===== config.mk =====
export PLATFORM = sky130hd
export DESIGN_NAME = execute_core
export DESIGN_NICKNAME = d
export VERILOG_FILES = /design/src/exec_pkg.sv /design/src/execute_core.sv /design/src/fetch_control.sv /design/src/mem_access.sv /design/src/mul_div_unit.sv /design/src/register_file.sv /design/src/exec_alu.sv
export SDC_FILE = /design/constraint.sdc
export NUM_CORES = 2
export LEC_CHECK = 0
export BUFFER_PORTS_ARGS = -buffer_cell sky130_fd_sc_hd__buf_2
export CORE_MARGIN = 2
export CORE_UTILIZATION = 45
export CTS_CLUSTER_DIAMETER = 60
export DETAILED_ROUTE_END_ITERATION = 8
export PLACE_DENSITY_LB_ADDON = 0.2
export SYNTH_ARGS = -nofsm -noshare
export SYNTH_HDL_FRONTEND = slang
export SYNTH_SLANG_ARGS = --single-unit

===== constraint.sdc =====
create_clock -name clk -period 13.1 [get_ports clk]
set_clock_uncertainty 0.05 [all_clocks]
set_input_delay 0 -clock clk [delete_from_list [all_inputs] [get_ports clk]]
set_output_delay 0 -clock clk [all_outputs]
set_load 0.01 [all_outputs]

===== src/exec_pkg.sv =====
`default_nettype none

package exec_pkg;

	localparam int word_width = 32;

	typedef logic [word_width-1:0]   word_t;
	typedef logic [3:0]              reg_addr_t;
	typedef logic [word_width-1:1]   pc_t;       // halfword units
	typedef logic [word_width-1:2]   mem_addr_t; // word units
	typedef logic [word_width/8-1:0] wmask_t;
	typedef logic [4:0]              shift_t;

	typedef enum logic [3:0] {
		op_add   = 4'd0,
		op_sub   = 4'd1,
		op_xor   = 4'd2,
		op_or    = 4'd3,
		op_and   = 4'd4,
		op_sll   = 4'd5,
		op_sra   = 4'd6,
		op_srl   = 4'd7,
		op_addb  = 4'd8,
		op_addbu = 4'd9,
		op_swap  = 4'd10
	} alu_op_t;

	typedef enum logic [2:0] {
		kind_alu    = 3'd0,
		kind_load   = 3'd1,
		kind_store  = 3'd2,
		kind_mul    = 3'd3,
		kind_div    = 3'd4,
		kind_branch = 3'd5,
		kind_jump   = 3'd6
	} instr_kind_t;

	typedef enum logic [1:0] {
		cond_eqz = 2'd0,
		cond_nez = 2'd1,
		cond_gez = 2'd2,
		cond_ltz = 2'd3
	} branch_cond_t;

	typedef enum logic [1:0] {
		mem_idle  = 2'd0,
		mem_load  = 2'd1,
		mem_store = 2'd2
	} mem_state_t;

	localparam reg_addr_t hi_reg = 4'd7; // mul/div high word

endpackage

`default_nettype wire

===== src/execute_core.sv =====
`timescale 1ns/1ps
`default_nettype none

module execute_core #(
	parameter exec_pkg::pc_t reset_pc = '0
) (
	input  logic                   clk,
	input  logic                   reset,
	input  logic                   iready,
	input  exec_pkg::instr_kind_t  kind,
	input  exec_pkg::alu_op_t      op,
	input  exec_pkg::reg_addr_t    rd,
	input  exec_pkg::reg_addr_t    rs1,
	input  exec_pkg::reg_addr_t    rs2,
	input  logic                   needs_rs2,
	input  exec_pkg::word_t        imm,
	input  logic                   byte_op,
	input  exec_pkg::branch_cond_t cond,
	input  logic                   rdone,
	input  logic                   wdone,
	input  exec_pkg::word_t        rdata,
	output exec_pkg::pc_t          pc,
	output logic                   ifetch,
	output exec_pkg::mem_addr_t    addr,
	output exec_pkg::word_t        wdata,
	output exec_pkg::wmask_t       wmask,
	output logic                   rstrobe
);
	import exec_pkg::*;

	logic      accept;
	word_t     rs1_data;
	word_t     rs2_data;
	word_t     alu_result;
	logic      md_busy;
	logic      md_done;
	word_t     md_lo;
	reg_addr_t md_rd;
	word_t     hi_data;
	logic      mem_busy;
	logic      load_done;
	word_t     load_data;
	reg_addr_t mem_rd;
	logic      hi_write;
	word_t     wb_data;

	fetch_control #(
		.reset_pc(reset_pc)
	) u_fetch (
		.clk(clk),
		.reset(reset),
		.iready(iready),
		.kind(kind),
		.cond(cond),
		.rs1_data(rs1_data),
		.alu_result(alu_result),
		.md_busy(md_busy),
		.md_done(md_done),
		.mem_busy(mem_busy),
		.accept(accept),
		.ifetch(ifetch),
		.pc(pc)
	);

	register_file u_regs (
		.clk(clk),
		.reset(reset),
		.accept(accept),
		.kind(kind),
		.rd(rd),
		.rs1(rs1),
		.rs2(rs2),
		.alu_result(alu_result),
		.load_done(load_done),
		.load_data(load_data),
		.md_done(md_done),
		.md_lo(md_lo),
		.md_rd(md_rd),
		.hi_data(hi_data),
		.mem_rd(mem_rd),
		.rs1_data(rs1_data),
		.rs2_data(rs2_data),
		.hi_write(hi_write),
		.wb_data(wb_data)
	);

	exec_alu u_alu (
		.op(op),
		.kind(kind),
		.needs_rs2(needs_rs2),
		.imm(imm),
		.pc(pc),
		.rs1_data(rs1_data),
		.rs2_data(rs2_data),
		.alu_result(alu_result)
	);

	mul_div_unit u_muldiv (
		.clk(clk),
		.reset(reset),
		.accept(accept),
		.kind(kind),
		.rd(rd),
		.rs1_data(rs1_data),
		.rs2_data(rs2_data),
		.hi_write(hi_write),
		.wb_data(wb_data),
		.md_busy(md_busy),
		.md_done(md_done),
		.md_lo(md_lo),
		.md_rd(md_rd),
		.hi_data(hi_data)
	);

	mem_access u_mem (
		.clk(clk),
		.reset(reset),
		.accept(accept),
		.kind(kind),
		.byte_op(byte_op),
		.rd(rd),
		.alu_result(alu_result),
		.rs2_data(rs2_data),
		.rdone(rdone),
		.wdone(wdone),
		.rdata(rdata),
		.addr(addr),
		.wdata(wdata),
		.wmask(wmask),
		.rstrobe(rstrobe),
		.mem_busy(mem_busy),
		.load_done(load_done),
		.load_data(load_data),
		.mem_rd(mem_rd)
	);

endmodule

`default_nettype wire


===== src/fetch_control.sv =====
`timescale 1ns/1ps
`default_nettype none

module fetch_control #(
	parameter exec_pkg::pc_t reset_pc = '0
) (
	input  logic                   clk,
	input  logic                   reset,
	input  logic                   iready,
	input  exec_pkg::instr_kind_t  kind,
	input  exec_pkg::branch_cond_t cond,
	input  exec_pkg::word_t        rs1_data,
	input  exec_pkg::word_t        alu_result,
	input  logic                   md_busy,
	input  logic                   md_done,
	input  logic                   mem_busy,
	output logic                   accept,
	output logic                   ifetch,
	output exec_pkg::pc_t          pc
);
	import exec_pkg::*;

	logic branch_stall;
	logic cond_met;
	logic taken;

	always_comb begin
		case (cond)
			cond_eqz: cond_met = rs1_data == '0;
			cond_nez: cond_met = rs1_data != '0;
			cond_gez: cond_met = !rs1_data[word_width-1];
			default:  cond_met = rs1_data[word_width-1]; // ltz
		endcase
	end

	assign taken = accept && (kind == kind_jump || (kind == kind_branch && cond_met));

	// md_done cycle is the write-back slot of the result
	assign ifetch = !(branch_stall || mem_busy || md_busy || md_done);
	assign accept = iready && ifetch;

	always_ff @(posedge clk) begin
		if (reset) begin
			pc <= reset_pc;
			branch_stall <= 1'b0;
		end else begin
			branch_stall <= taken;
			if (taken) begin
				pc <= alu_result[word_width-1:1];
			end else if (accept) begin
				pc <= pc + 1'b1;
			end
		end
	end

endmodule

`default_nettype wire


===== src/mem_access.sv =====
`timescale 1ns/1ps
`default_nettype none

module mem_access (
	input  logic                  clk,
	input  logic                  reset,
	input  logic                  accept,
	input  exec_pkg::instr_kind_t kind,
	input  logic                  byte_op,
	input  exec_pkg::reg_addr_t   rd,
	input  exec_pkg::word_t       alu_result,
	input  exec_pkg::word_t       rs2_data,
	input  logic                  rdone,
	input  logic                  wdone,
	input  exec_pkg::word_t       rdata,
	output exec_pkg::mem_addr_t   addr,
	output exec_pkg::word_t       wdata,
	output exec_pkg::wmask_t      wmask,
	output logic                  rstrobe,
	output logic                  mem_busy,
	output logic                  load_done,
	output exec_pkg::word_t       load_data,
	output exec_pkg::reg_addr_t   mem_rd
);
	import exec_pkg::*;

	mem_state_t state;
	wmask_t     lanes;
	logic       load_byte;

	always_ff @(posedge clk) begin
		if (reset) begin
			state <= mem_idle;
		end else begin
			case (state)
				mem_idle: begin
					if (accept && kind == kind_load) begin
						state <= mem_load;
					end else if (accept && kind == kind_store) begin
						state <= mem_store;
					end
				end
				mem_load:  if (rdone) state <= mem_idle;
				mem_store: if (wdone) state <= mem_idle;
				default:   state <= mem_idle;
			endcase
		end
	end

	always_ff @(posedge clk) begin
		if (accept && (kind == kind_load || kind == kind_store)) begin
			addr <= alu_result[word_width-1:2];
			wdata <= byte_op ? {(word_width/8){rs2_data[7:0]}} : rs2_data;
			lanes <= byte_op ? wmask_t'(1'b1) << alu_result[1:0] : '1;
			load_byte <= byte_op;
			mem_rd <= rd;
		end
	end

	assign wmask = (state == mem_store) ? lanes : '0;
	assign rstrobe = state == mem_load;
	assign mem_busy = state != mem_idle;
	assign load_done = rstrobe && rdone;
	assign load_data = load_byte ? {{(word_width-8){rdata[7]}}, rdata[7:0]} : rdata;

endmodule

`default_nettype wire


===== src/mul_div_unit.sv =====
`timescale 1ns/1ps
`default_nettype none

module mul_div_unit (
	input  logic                  clk,
	input  logic                  reset,
	input  logic                  accept,
	input  exec_pkg::instr_kind_t kind,
	input  exec_pkg::reg_addr_t   rd,
	input  exec_pkg::word_t       rs1_data,
	input  exec_pkg::word_t       rs2_data,
	input  logic                  hi_write,
	input  exec_pkg::word_t       wb_data,
	output logic                  md_busy,
	output logic                  md_done,
	output exec_pkg::word_t       md_lo,
	output exec_pkg::reg_addr_t   md_rd,
	output exec_pkg::word_t       hi_data
);
	import exec_pkg::*;

	logic                    start;
	logic                    is_div;
	shift_t                  step;
	word_t                   a;
	word_t                   b;
	logic [2*word_width-1:0] acc;   // {hi, lo}
	logic [word_width:0]     trial; // remainder shifted in
	logic [word_width:0]     diff;

	assign start = accept && (kind == kind_mul || kind == kind_div);
	assign trial = {acc[2*word_width-1:word_width], a[step]};
	assign diff = trial - {1'b0, b};

	always_ff @(posedge clk) begin
		if (reset) begin
			md_busy <= 1'b0;
			md_done <= 1'b0;
			step <= '0;
		end else begin
			md_done <= md_busy && step == '0;
			if (start) begin
				md_busy <= 1'b1;
				step <= '1; // msb first
			end else if (md_busy) begin
				md_busy <= step != '0;
				step <= step - 1'b1;
			end
		end
	end

	always_ff @(posedge clk) begin
		if (start) begin
			is_div <= kind == kind_div;
			a <= rs1_data;
			b <= rs2_data;
			md_rd <= rd;
			acc <= '0;
		end else if (md_busy) begin
			if (!is_div) begin
				acc <= {acc[2*word_width-2:0], 1'b0} + (a[step] ? {{word_width{1'b0}}, b} : '0);
			end else if (b == '0) begin
				acc <= '0; // divide by zero
			end else if (!diff[word_width]) begin
				acc <= {diff[word_width-1:0], acc[word_width-2:0], 1'b1};
			end else begin
				acc <= {trial[word_width-1:0], acc[word_width-2:0], 1'b0}; // restore
			end
		end else if (hi_write) begin
			acc[2*word_width-1:word_width] <= wb_data;
		end
	end

	assign hi_data = acc[2*word_width-1:word_width];
	assign md_lo = acc[word_width-1:0];

endmodule

`default_nettype wire


===== src/register_file.sv =====
`timescale 1ns/1ps
`default_nettype none

module register_file (
	input  logic                  clk,
	input  logic                  reset,
	input  logic                  accept,
	input  exec_pkg::instr_kind_t kind,
	input  exec_pkg::reg_addr_t   rd,
	input  exec_pkg::reg_addr_t   rs1,
	input  exec_pkg::reg_addr_t   rs2,
	input  exec_pkg::word_t       alu_result,
	input  logic                  load_done,
	input  exec_pkg::word_t       load_data,
	input  logic                  md_done,
	input  exec_pkg::word_t       md_lo,
	input  exec_pkg::reg_addr_t   md_rd,
	input  exec_pkg::word_t       hi_data,
	input  exec_pkg::reg_addr_t   mem_rd,
	output exec_pkg::word_t       rs1_data,
	output exec_pkg::word_t       rs2_data,
	output logic                  hi_write,
	output exec_pkg::word_t       wb_data
);
	import exec_pkg::*;

	word_t     regs [1:15]; // slot 7 never written
	logic      wb_valid;
	reg_addr_t wb_addr;

	function automatic word_t read_port(input reg_addr_t a);
		word_t v;
		if (wb_valid && wb_addr == a && a != '0) begin
			v = wb_data; // bypass pending write-back
		end else if (a == '0) begin
			v = '0;
		end else if (a == hi_reg) begin
			v = hi_data;
		end else begin
			v = regs[a];
		end
		return v;
	endfunction

	always_comb begin
		rs1_data = read_port(rs1);
		rs2_data = read_port(rs2);
	end

	always_ff @(posedge clk) begin
		if (reset) begin
			wb_valid <= 1'b0;
		end else begin
			wb_valid <= load_done || md_done || (accept && kind == kind_alu);
		end
	end

	always_ff @(posedge clk) begin
		if (load_done) begin
			wb_addr <= mem_rd;
			wb_data <= load_data;
		end else if (md_done) begin
			wb_addr <= md_rd;
			wb_data <= md_lo; // product low or quotient
		end else if (accept) begin
			wb_addr <= rd;
			wb_data <= alu_result;
		end
	end

	always_ff @(posedge clk) begin
		if (wb_valid && wb_addr != '0 && wb_addr != hi_reg) begin
			regs[wb_addr] <= wb_data;
		end
	end

	assign hi_write = wb_valid && wb_addr == hi_reg;

endmodule

`default_nettype wire


===== src/exec_alu.sv =====
`timescale 1ns/1ps
`default_nettype none

module exec_alu (
	input  exec_pkg::alu_op_t     op,
	input  exec_pkg::instr_kind_t kind,
	input  logic                  needs_rs2,
	input  exec_pkg::word_t       imm,
	input  exec_pkg::pc_t         pc,
	input  exec_pkg::word_t       rs1_data,
	input  exec_pkg::word_t       rs2_data,
	output exec_pkg::word_t       alu_result
);
	import exec_pkg::*;

	word_t  a;
	word_t  b;
	word_t  sum;
	word_t  op_result;
	shift_t sh;
	logic   left;
	logic   fill;
	word_t  stage [0:5];

	function automatic word_t reverse(input word_t v);
		word_t r;
		for (int i = 0; i < word_width; i++) begin
			r[i] = v[word_width-1-i];
		end
		return r;
	endfunction

	assign a = (kind == kind_branch) ? {pc, 1'b0} : rs1_data; // pc relative
	assign b = needs_rs2 ? rs2_data : imm;
	assign sum = a + b;
	assign sh = b[$bits(shift_t)-1:0];

	// left shift runs the right shifter on the bit-reversed word
	assign left = op == op_sll;
	assign fill = op == op_sra && a[word_width-1];
	assign stage[0] = left ? reverse(a) : a;
	for (genvar i = 0; i < 5; i++) begin : g_shift
		assign stage[i+1] = sh[i] ? {{(2**i){fill}}, stage[i][word_width-1:2**i]} : stage[i];
	end

	always_comb begin
		case (op)
			op_add:   op_result = sum;
			op_sub:   op_result = a - b;
			op_xor:   op_result = a ^ b;
			op_or:    op_result = a | b;
			op_and:   op_result = a & b;
			op_sll:   op_result = reverse(stage[5]);
			op_sra,
			op_srl:   op_result = stage[5];
			op_addb:  op_result = {{(word_width-8){sum[7]}}, sum[7:0]};
			op_addbu: op_result = {{(word_width-8){1'b0}}, sum[7:0]};
			op_swap:  op_result = {{(word_width-16){1'b0}}, b[7:0], b[15:8]};
			default:  op_result = sum;
		endcase
	end

	// targets and memory addresses always take the sum
	assign alu_result = (kind == kind_alu) ? op_result : sum;

endmodule

`default_nettype wire


Word level (Yosys, flattened, before mapping):

Memory sizes are Yosys's and may differ from the RTL's.
Index checks and enable logic that the tools add are counted.
W data, S select, Z words.

* muxes and demuxes: 47
* bitwise logic cells: 3
* shifts and indexed selects: 1
* equal/unequal tests: 29
* reductions and logical operators: 48
* add/subtract/negate cells: 6
* order comparisons: 1

Operator list (number)
* $mux W32: 23
* $pmux W32 S9: 1
* $mux W64: 3
* $add A64 B64 Y64: 1
* $logic_not A32 Y1: 2
* $mux W31: 2
* $sub A33 B32 Y33: 1
* $add A32 B32 Y32: 1
* $and A32 B32 Y32: 1
* $or A32 B32 Y32: 1
* $reduce_bool A32 Y1: 1
* $sub A32 B32 Y32: 1
* $xor A32 B32 Y32: 1
* $add A31 B1 Y31 const B: 1
* $eq A4 B3 Y1 const B: 7
* $logic_and A1 B1 Y1: 18
* $mux W4: 4
* $eq A4 B4 Y1 const B: 3
* $reduce_bool A4 Y1: 3
* $mux W5: 2
* $eq A3 B3 Y1 const B: 3
* $eq A4 B2 Y1 const B: 2
* $eq A4 B4 Y1: 2
* $logic_not A4 Y1: 2
* other kinds (26): 49

* word-level logic and storage cells: 156
* input port bits: 92
* RAM bits: 480
* register bits after elaboration: 282
* memories: 1
* output and inout port bits: 99

Memories
* u_regs.regs: words 15, bits a word 32, rd ports 2, clocked after memory_dff 0, write ports 1, RTL line register_file.sv:27 `word_t regs [1:15];`

Longest topological paths before layout:

* word-level depth: 16
* mapped depth: 30
* gate-level depth less buffers: 23

Modules after synthesis:

From an unflattened synthesis, not the netlist that was laid out.

* cells, all modules: 4888
* area total of the unflattened synthesis: 51166.6 sq um

By module, submodules not included
* register_file: cells each 1776, instances 1, seq. area each 15514.9 sq um, area an instance 25617.1 sq um
* mul_div_unit: cells each 1197, instances 1, seq. area each 3493.4 sq um, area an instance 10598.9 sq um
* exec_alu: cells each 1403, instances 1, seq. area each 0.0 sq um, area an instance 9910.8 sq um
* mem_access: cells each 221, instances 1, seq. area each 2172.1 sq um, area an instance 2884.0 sq um
* fetch_control: cells each 291, instances 1, seq. area each 640.6 sq um, area an instance 2155.8 sq um

Worst setup path before layout:

OpenSTA, ideal clock, no wires.

* kind: flip-flop to flip-flop
* start point: register u_mem.state[0]
* end point: register u_mem.addr[0] (enable)
* clock period less this slack: 7.246 ns
* path slack: 5.854 ns
* data arrival time: 6.608 ns
* buffers on the path: 2
* library setup time: 0.587 ns
* data required time: 12.463 ns
* stages on the path, launching flop included: 7
* path through: dfxtp_1 or4_1 nor2_1 nand2_1 clkbuf_1 clkbuf_1 nor3_1

* longest elaborated chain between the ends: 7

Ends and longest elaborated chain
* from (decl): RTL line mem_access.sv:27 `mem_state_t state;`
* from (signal assigned): RTL line mem_access.sv:33 `state <= mem_idle;`
* from (signal assigned): RTL line mem_access.sv:38 `state <= mem_load;`
* from (signal assigned): RTL line mem_access.sv:40 `state <= mem_store;`
* $reduce_bool A2 Y1: RTL line mem_access.sv:62 `assign mem_busy = state != mem_idle;`
* $logic_or A1 B1 Y1 (3 in series): RTL line fetch_control.sv:39 `assign ifetch = !(branch_stall || mem_busy || md_busy || md_done);`
* $logic_not A1 Y1: RTL line fetch_control.sv:39
* via ifetch: RTL line execute_core.sv:23 `output logic ifetch,`
* $logic_and A1 B1 Y1: RTL line fetch_control.sv:40 `assign accept = iready && ifetch;`
* $logic_and A1 B1 Y1: RTL line mem_access.sv:51 `if (accept && (kind == kind_load || kind == kind_store)) begin`
* to (signal assigned): RTL line mem_access.sv:52 `addr <= alu_result[word_width-1:2];`
* to (decl): RTL line mem_access.sv:16 `output exec_pkg::mem_addr_t addr,`

The timed path passes the listed nets, and every way through them passes these cells.
A chain may end at the register's enable or synchronous reset.

Final worst setup path:

* start point: input port rs1[0]
* end point: register u_regs.wb_data[11], data pin

* longest elaborated chain between the ends: 16
* elaborated cells on any way between the ends: 28
* classes of those cells: 2 x add/sub; 2 x eq/ne; 15 x mux; 3 x bitwise; 5 x reduce/logical; 1 x memory

Ends and longest elaborated chain
* from (decl): RTL line execute_core.sv:13 `input exec_pkg::reg_addr_t rs1,`
* $mem_v2 Z15 W32, or another cell as far along
* $mux W32 / $logic_and A1 B1 Y1 (equally long branches): RTL line register_file.sv:37, register_file.sv:33
* $mux W32 / $logic_and A1 B1 Y1 (equally long branches): RTL line register_file.sv:35, register_file.sv:33
* $mux W32 (*): RTL line register_file.sv:33 `if (wb_valid && wb_addr == a && a != '0) begin`
* $mux W32 (*): RTL line exec_alu.sv:33 `assign a = (kind == kind_branch) ? {pc, 1'b0} : rs1_data;`
* branches (longest 7 deep; another with $add A32 B32 Y32)
* $mux W32 (*): RTL line exec_alu.sv:64 `assign alu_result = (kind == kind_alu) ? op_result : sum;`
* $mux W32 (*): RTL line register_file.sv:65 `end else if (accept) begin`
* $mux W32 (*): RTL line register_file.sv:62 `end else if (md_done) begin`
* $mux W32 (*): RTL line register_file.sv:59 `if (load_done) begin`
* to (signal assigned): RTL line register_file.sv:61 `wb_data <= load_data;`
* to (signal assigned): RTL line register_file.sv:64 `wb_data <= md_lo;`
* to (signal assigned): RTL line register_file.sv:67 `wb_data <= alu_result;`
* to (decl): RTL line register_file.sv:23 `output exec_pkg::word_t wb_data`

Mark *: on every way between the ends. The select of a mux whose other input is x is not followed.

==> reports/summary.json <==
{
  "worst_r2r_startpoint": {"value": "u_regs.wb_addr[2]"},
  "yosys-top-cells-area": {"value": "edfxtp_1 (39%), mux4_2 (6.6%), dfxtp_1 (4.4%), ha_1 (4.2%), a21oi_1 (3.6%)"},
  "cts_sink_cnt": {"value": 730},
  "drt_wl_total": {"value": 207000, "unit": "um"},
  "num_vias": {"value": 43462},
  "drt_drc_violations_left": {"value": 0},
  "pin_slew_with_the_least_headroom_to_its_limit": {"value": 1.55, "unit": "ns"},
  "area_share_of_the_leading_cell_type_in_the_synthesized_netlist": {"value": 38.7, "unit": "%"},
  "yosys_most_used_dff": {"value": "edfxtp_1"},
  "gp_routability_congestion": {"value": 1.05},
  "fp.dieW": {"value": 332, "unit": "um"},
  "launching_element_of_the_worst_setup_path": {"value": "rs1[0]"},
  "flow.area_growth_from_synthesis": {"value": 11.5, "unit": "%"},
  "p_total": {"value": 8.31, "unit": "mW"},
  "design_area": {"value": 54000, "unit": "um2"},
  "ctsLongestPathBuffers": {"value": 3},
  "vdd.ir_drop.worst": {"value": 106, "unit": "uV"},
  "synthCells": {"value": 4752},
  "async_reset_ff_share": {"value": 0, "unit": "%"},
  "antenna_found_initial": {"value": 11},
  "fin_crit_sh": {"value": 56.9, "unit": "%"},
  "cts_made_buffers": {"value": 84},
  "grt_max_degree": {"value": 83},
  "setup_slack": {"value": 5.65, "unit": "ns"},
  "drtAntennaViolNets": {"value": 0},
  "drv_slew": {"value": 4},
  "die_outline_area": {"value": 110000, "unit": "um2"},
  "post_drt_wl_per_cell": {"value": 32.7, "unit": "um"},
  "global_route_wire_length_before_repair": {"value": 292000, "unit": "um"},
  "hold_path.class": {"value": "input pin to flop"},
  "outcome": {"value": "finished, violations left"},
  "dp_worst_setup_slack": {"value": 5.29, "unit": "ns"},
  "grt_setup_unrepaired": {"value": "no"},
  "first_iter_violations": {"value": 6811},
  "synth-seq-area-share": {"value": 43.0, "unit": "%"},
  "yosys.area.top_type": {"value": "edfxtp_1"},
  "required": {"value": 13.43, "unit": "ns"},
  "synthesis.area": {"value": 48500, "unit": "um2"},
  "worstPathCellList": {"value": "buf_6 > buf_4 > buf_4 > nand2_1 > o21ai_1 > a21oi_4 > buf_4 > a32oi_1 > nand2_1 > o21ai_0 > inv_1 > ha_1 > or4_1 > o21ai_0 > xnor2_1 > a21oi_1 > nand4_1 > a21oi_1 > o221ai_1 > a21o_1 > o22ai_1 > o21ai_0 > a21boi_0"},
  "timing.critical_path.slowest_stage_cell": {"value": "a21oi_1"},
  "max_cap_violations": {"value": 0},
  "start_util": {"value": 45.3, "unit": "%"},
  "timing.setup.critical_path_class": {"value": "input pin to flop"},
  "synth_enable_flop_cells": {"value": 624},
  "grt.total_usage": {"value": 36.3, "unit": "%"},
  "floorplan.core_area": {"value": 107000, "unit": "um2"},
  "cts.reportedPaths.clkPinSlew": {"value": 0.06, "unit": "ns"},
  "cp_slowest_stage_delay": {"value": 0.84, "unit": "ns"},
  "cell_total_after_placement": {"value": 6108},
  "placementRows": {"value": 120},
  "drive_above_1_share": {"value": 15.9, "unit": "%"},
  "clock_insertion_delay_worst_skew": {"value": 0.67, "unit": "ns"},
  "placed_area": {"value": 50800, "unit": "um2"},
  "worst-endpoint-arrival": {"value": 7.78, "unit": "ns"},
  "first_pass_iters": {"value": 8},
  "cts-root-buf": {"value": "clkbuf_16"},
  "report.final.hold_viol_count": {"value": 0},
  "gr-total-overflow": {"value": 0},
  "final_cells": {"value": 6321},
  "timing.final.crit_period": {"value": 7.45, "unit": "ns"},
  "leakage_power_total": {"value": 19.7, "unit": "nW"},
  "synthesis.yosys.warnings": {"value": 0},
  "timing.critical_path.fanout_max": {"value": 45},
  "clock_tree.htree_level_count": {"value": 3},
  "grt_pass1_vias": {"value": 40009},
  "avgSynthCellArea": {"value": 10.2, "unit": "um2"},
  "synth_nets": {"value": 5010},
  "place.port_buffers": {"value": 190},
  "finalNetCount": {"value": 5099},
  "setup_viol": {"value": 0},
  "post_drt_via_cell_ratio": {"value": 6.88},
  "number_of_synthesized_register_bits": {"value": 730},
  "place_hpwl": {"value": 148000, "unit": "um"},
  "max_clock_freq": {"value": 134, "unit": "MHz"},
  "worst_slew_margin_rel": {"value": -3.40, "unit": "%"},
  "cts_tree": {"value": "yes"},
  "holdCritStartpoint": {"value": "rd[3]"},
  "synth_cell_types": {"value": 108},
  "critical_path.startpoint_type": {"value": "input pin"},
  "post_route_setup_tns": {"value": 0, "unit": "ns"},
  "violations_in_the_final_reports": {"value": "slew limit"},
  "p_per_area": {"value": 154, "unit": "nW/um2"},
  "io-pin-count": {"value": 191},
  "die_h": {"value": 332, "unit": "um"},
  "endpoint_kind": {"value": "flop"}
}
worst paths after layout:
path / end / slack, ns / cells past startpoint
worst max register to register: u_regs.wb_data[11] / 5.66 / 22
worst max-delay path: u_regs.wb_data[11] / 5.65 / 23
worst min-delay path: u_muldiv.md_rd[3] / 0.10 / 2
worst min register to register: u_muldiv.acc[3] / 0.49 / 2
metal layers:
metal	GRT usage, %	wire (um)	vias to the layer above
met3	9.41	24100	658
met4	20.9	14200	12
met5	0.564	161	-
li1	-	-	18490
met1	47.9	79600	21323
met2	53.8	88600	2979
where the power goes:
| group | internal [mW] | switching [mW] |
|---|---|---|
| clock network | 1.34 | 0.988 |
| logic | 0.956 | 1.82 |
| registers | 2.81 | 0.388 |
| total | 5.11 | 3.20 |
through the flow:
stage | hold slack, ns | util [%]
final | 0.104 | 50.5
after CTS | 0.0343 | 50.5
after global placement | 0.160 | 47.5
after detailed placement | 0.158 | 47.5
after global routing | 0.0478 | 50.5
after floorplan | 0.0489 | -
cells by family after synthesis:
logic type,share of synthesized area [%]
and+or+nand+nor,13.1
adders and majority gates,4.35
DFF,43.0
xor gates and xnor gates,2.46
buffers and inverters,5.03
muxes,10.9
AOI/OAI and AO/OA,21.1
area by class of cell:
cell class | count | area, um2
diodes | 11 | 27.5
clock buffers | 107 | 2290
inverters | 216 | 813
flip-flops and latches | 730 | 20900
well taps | 1403 | 1760
fillers | 9705 | 52900
repair buffers | 370 | 2450
clock inverters | 45 | 405
multi-input cells | 3439 | 25400
placed cells by master (no fill, tap or decap), types with 52 or more instances in the layout:
master       n
inv_1      204
xnor2_1     88
ha_1       162
a211oi_1    70
o211ai_1    52
and3_1      70
clkbuf_16   88
o21ai_0    222
a31oi_1    137
o221ai_1    73
mux2_2      76
nand2b_1    58
nand2_1    395
buf_2      184
a221oi_1    74
a21o_1      93
edfxtp_1   624
mux2i_1    116
mux4_2     143
dfxtp_1    104
nor3_1      73
buf_4      133
a21oi_1    343
nand3_1    105
nor2_1     324
flip-flops by register name, indices dropped and copies added, names as in the netlist:
| name | count |
|---|---|
| u_fetch.branch_stall | 1 |
| u_mem.mem_rd | 4 |
| u_muldiv.step | 5 |
| u_regs.wb_valid | 1 |
| u_muldiv.a | 32 |
| u_muldiv.acc | 64 |
| u_regs.wb_addr | 4 |
| u_muldiv.md_busy | 1 |
| u_mem.state | 2 |
| u_regs.wb_data | 32 |
| u_muldiv.md_done | 1 |
| u_muldiv.is_div | 1 |
| u_mem.load_byte | 1 |
| u_muldiv.md_rd | 4 |
| u_mem.wdata | 32 |
| u_mem.lanes | 4 |
| u_muldiv.b | 32 |
| u_regs.regs | 448 |
| u_fetch.pc | 31 |
| u_mem.addr | 30 |
critical path, delay by kind of cell:
kind	cells	cell delay (ns)
buffers and inverters	5	1.94
and+or+nand+nor	4	0.97
adders and majority gates	1	0.28
AOI/OAI and AO/OA	12	4.27
xor gates and xnor gates	1	0.23
synthesized netlist by cell type (105+ instances only):
cell      count
dfxtp_1     106
nand2_1     396
o21ai_0     223
a31oi_1     138
mux2i_1     117
mux4_2      143
nor2_1      337
edfxtp_1    624
a21oi_1     345
clkbuf_1    234
ha_1        162
nand3_1     105
inv_1       204
what timing repair did:
item                                    4_1_cts  5_1_grt
endpoints found under the hold margin        85        0
hold buffers                                 49        0
endpoints found under the setup margin        0        0
setup buffers                                 0        0
resized for setup                             0        0
Note: power is estimated with default switching activity, not from simulation.
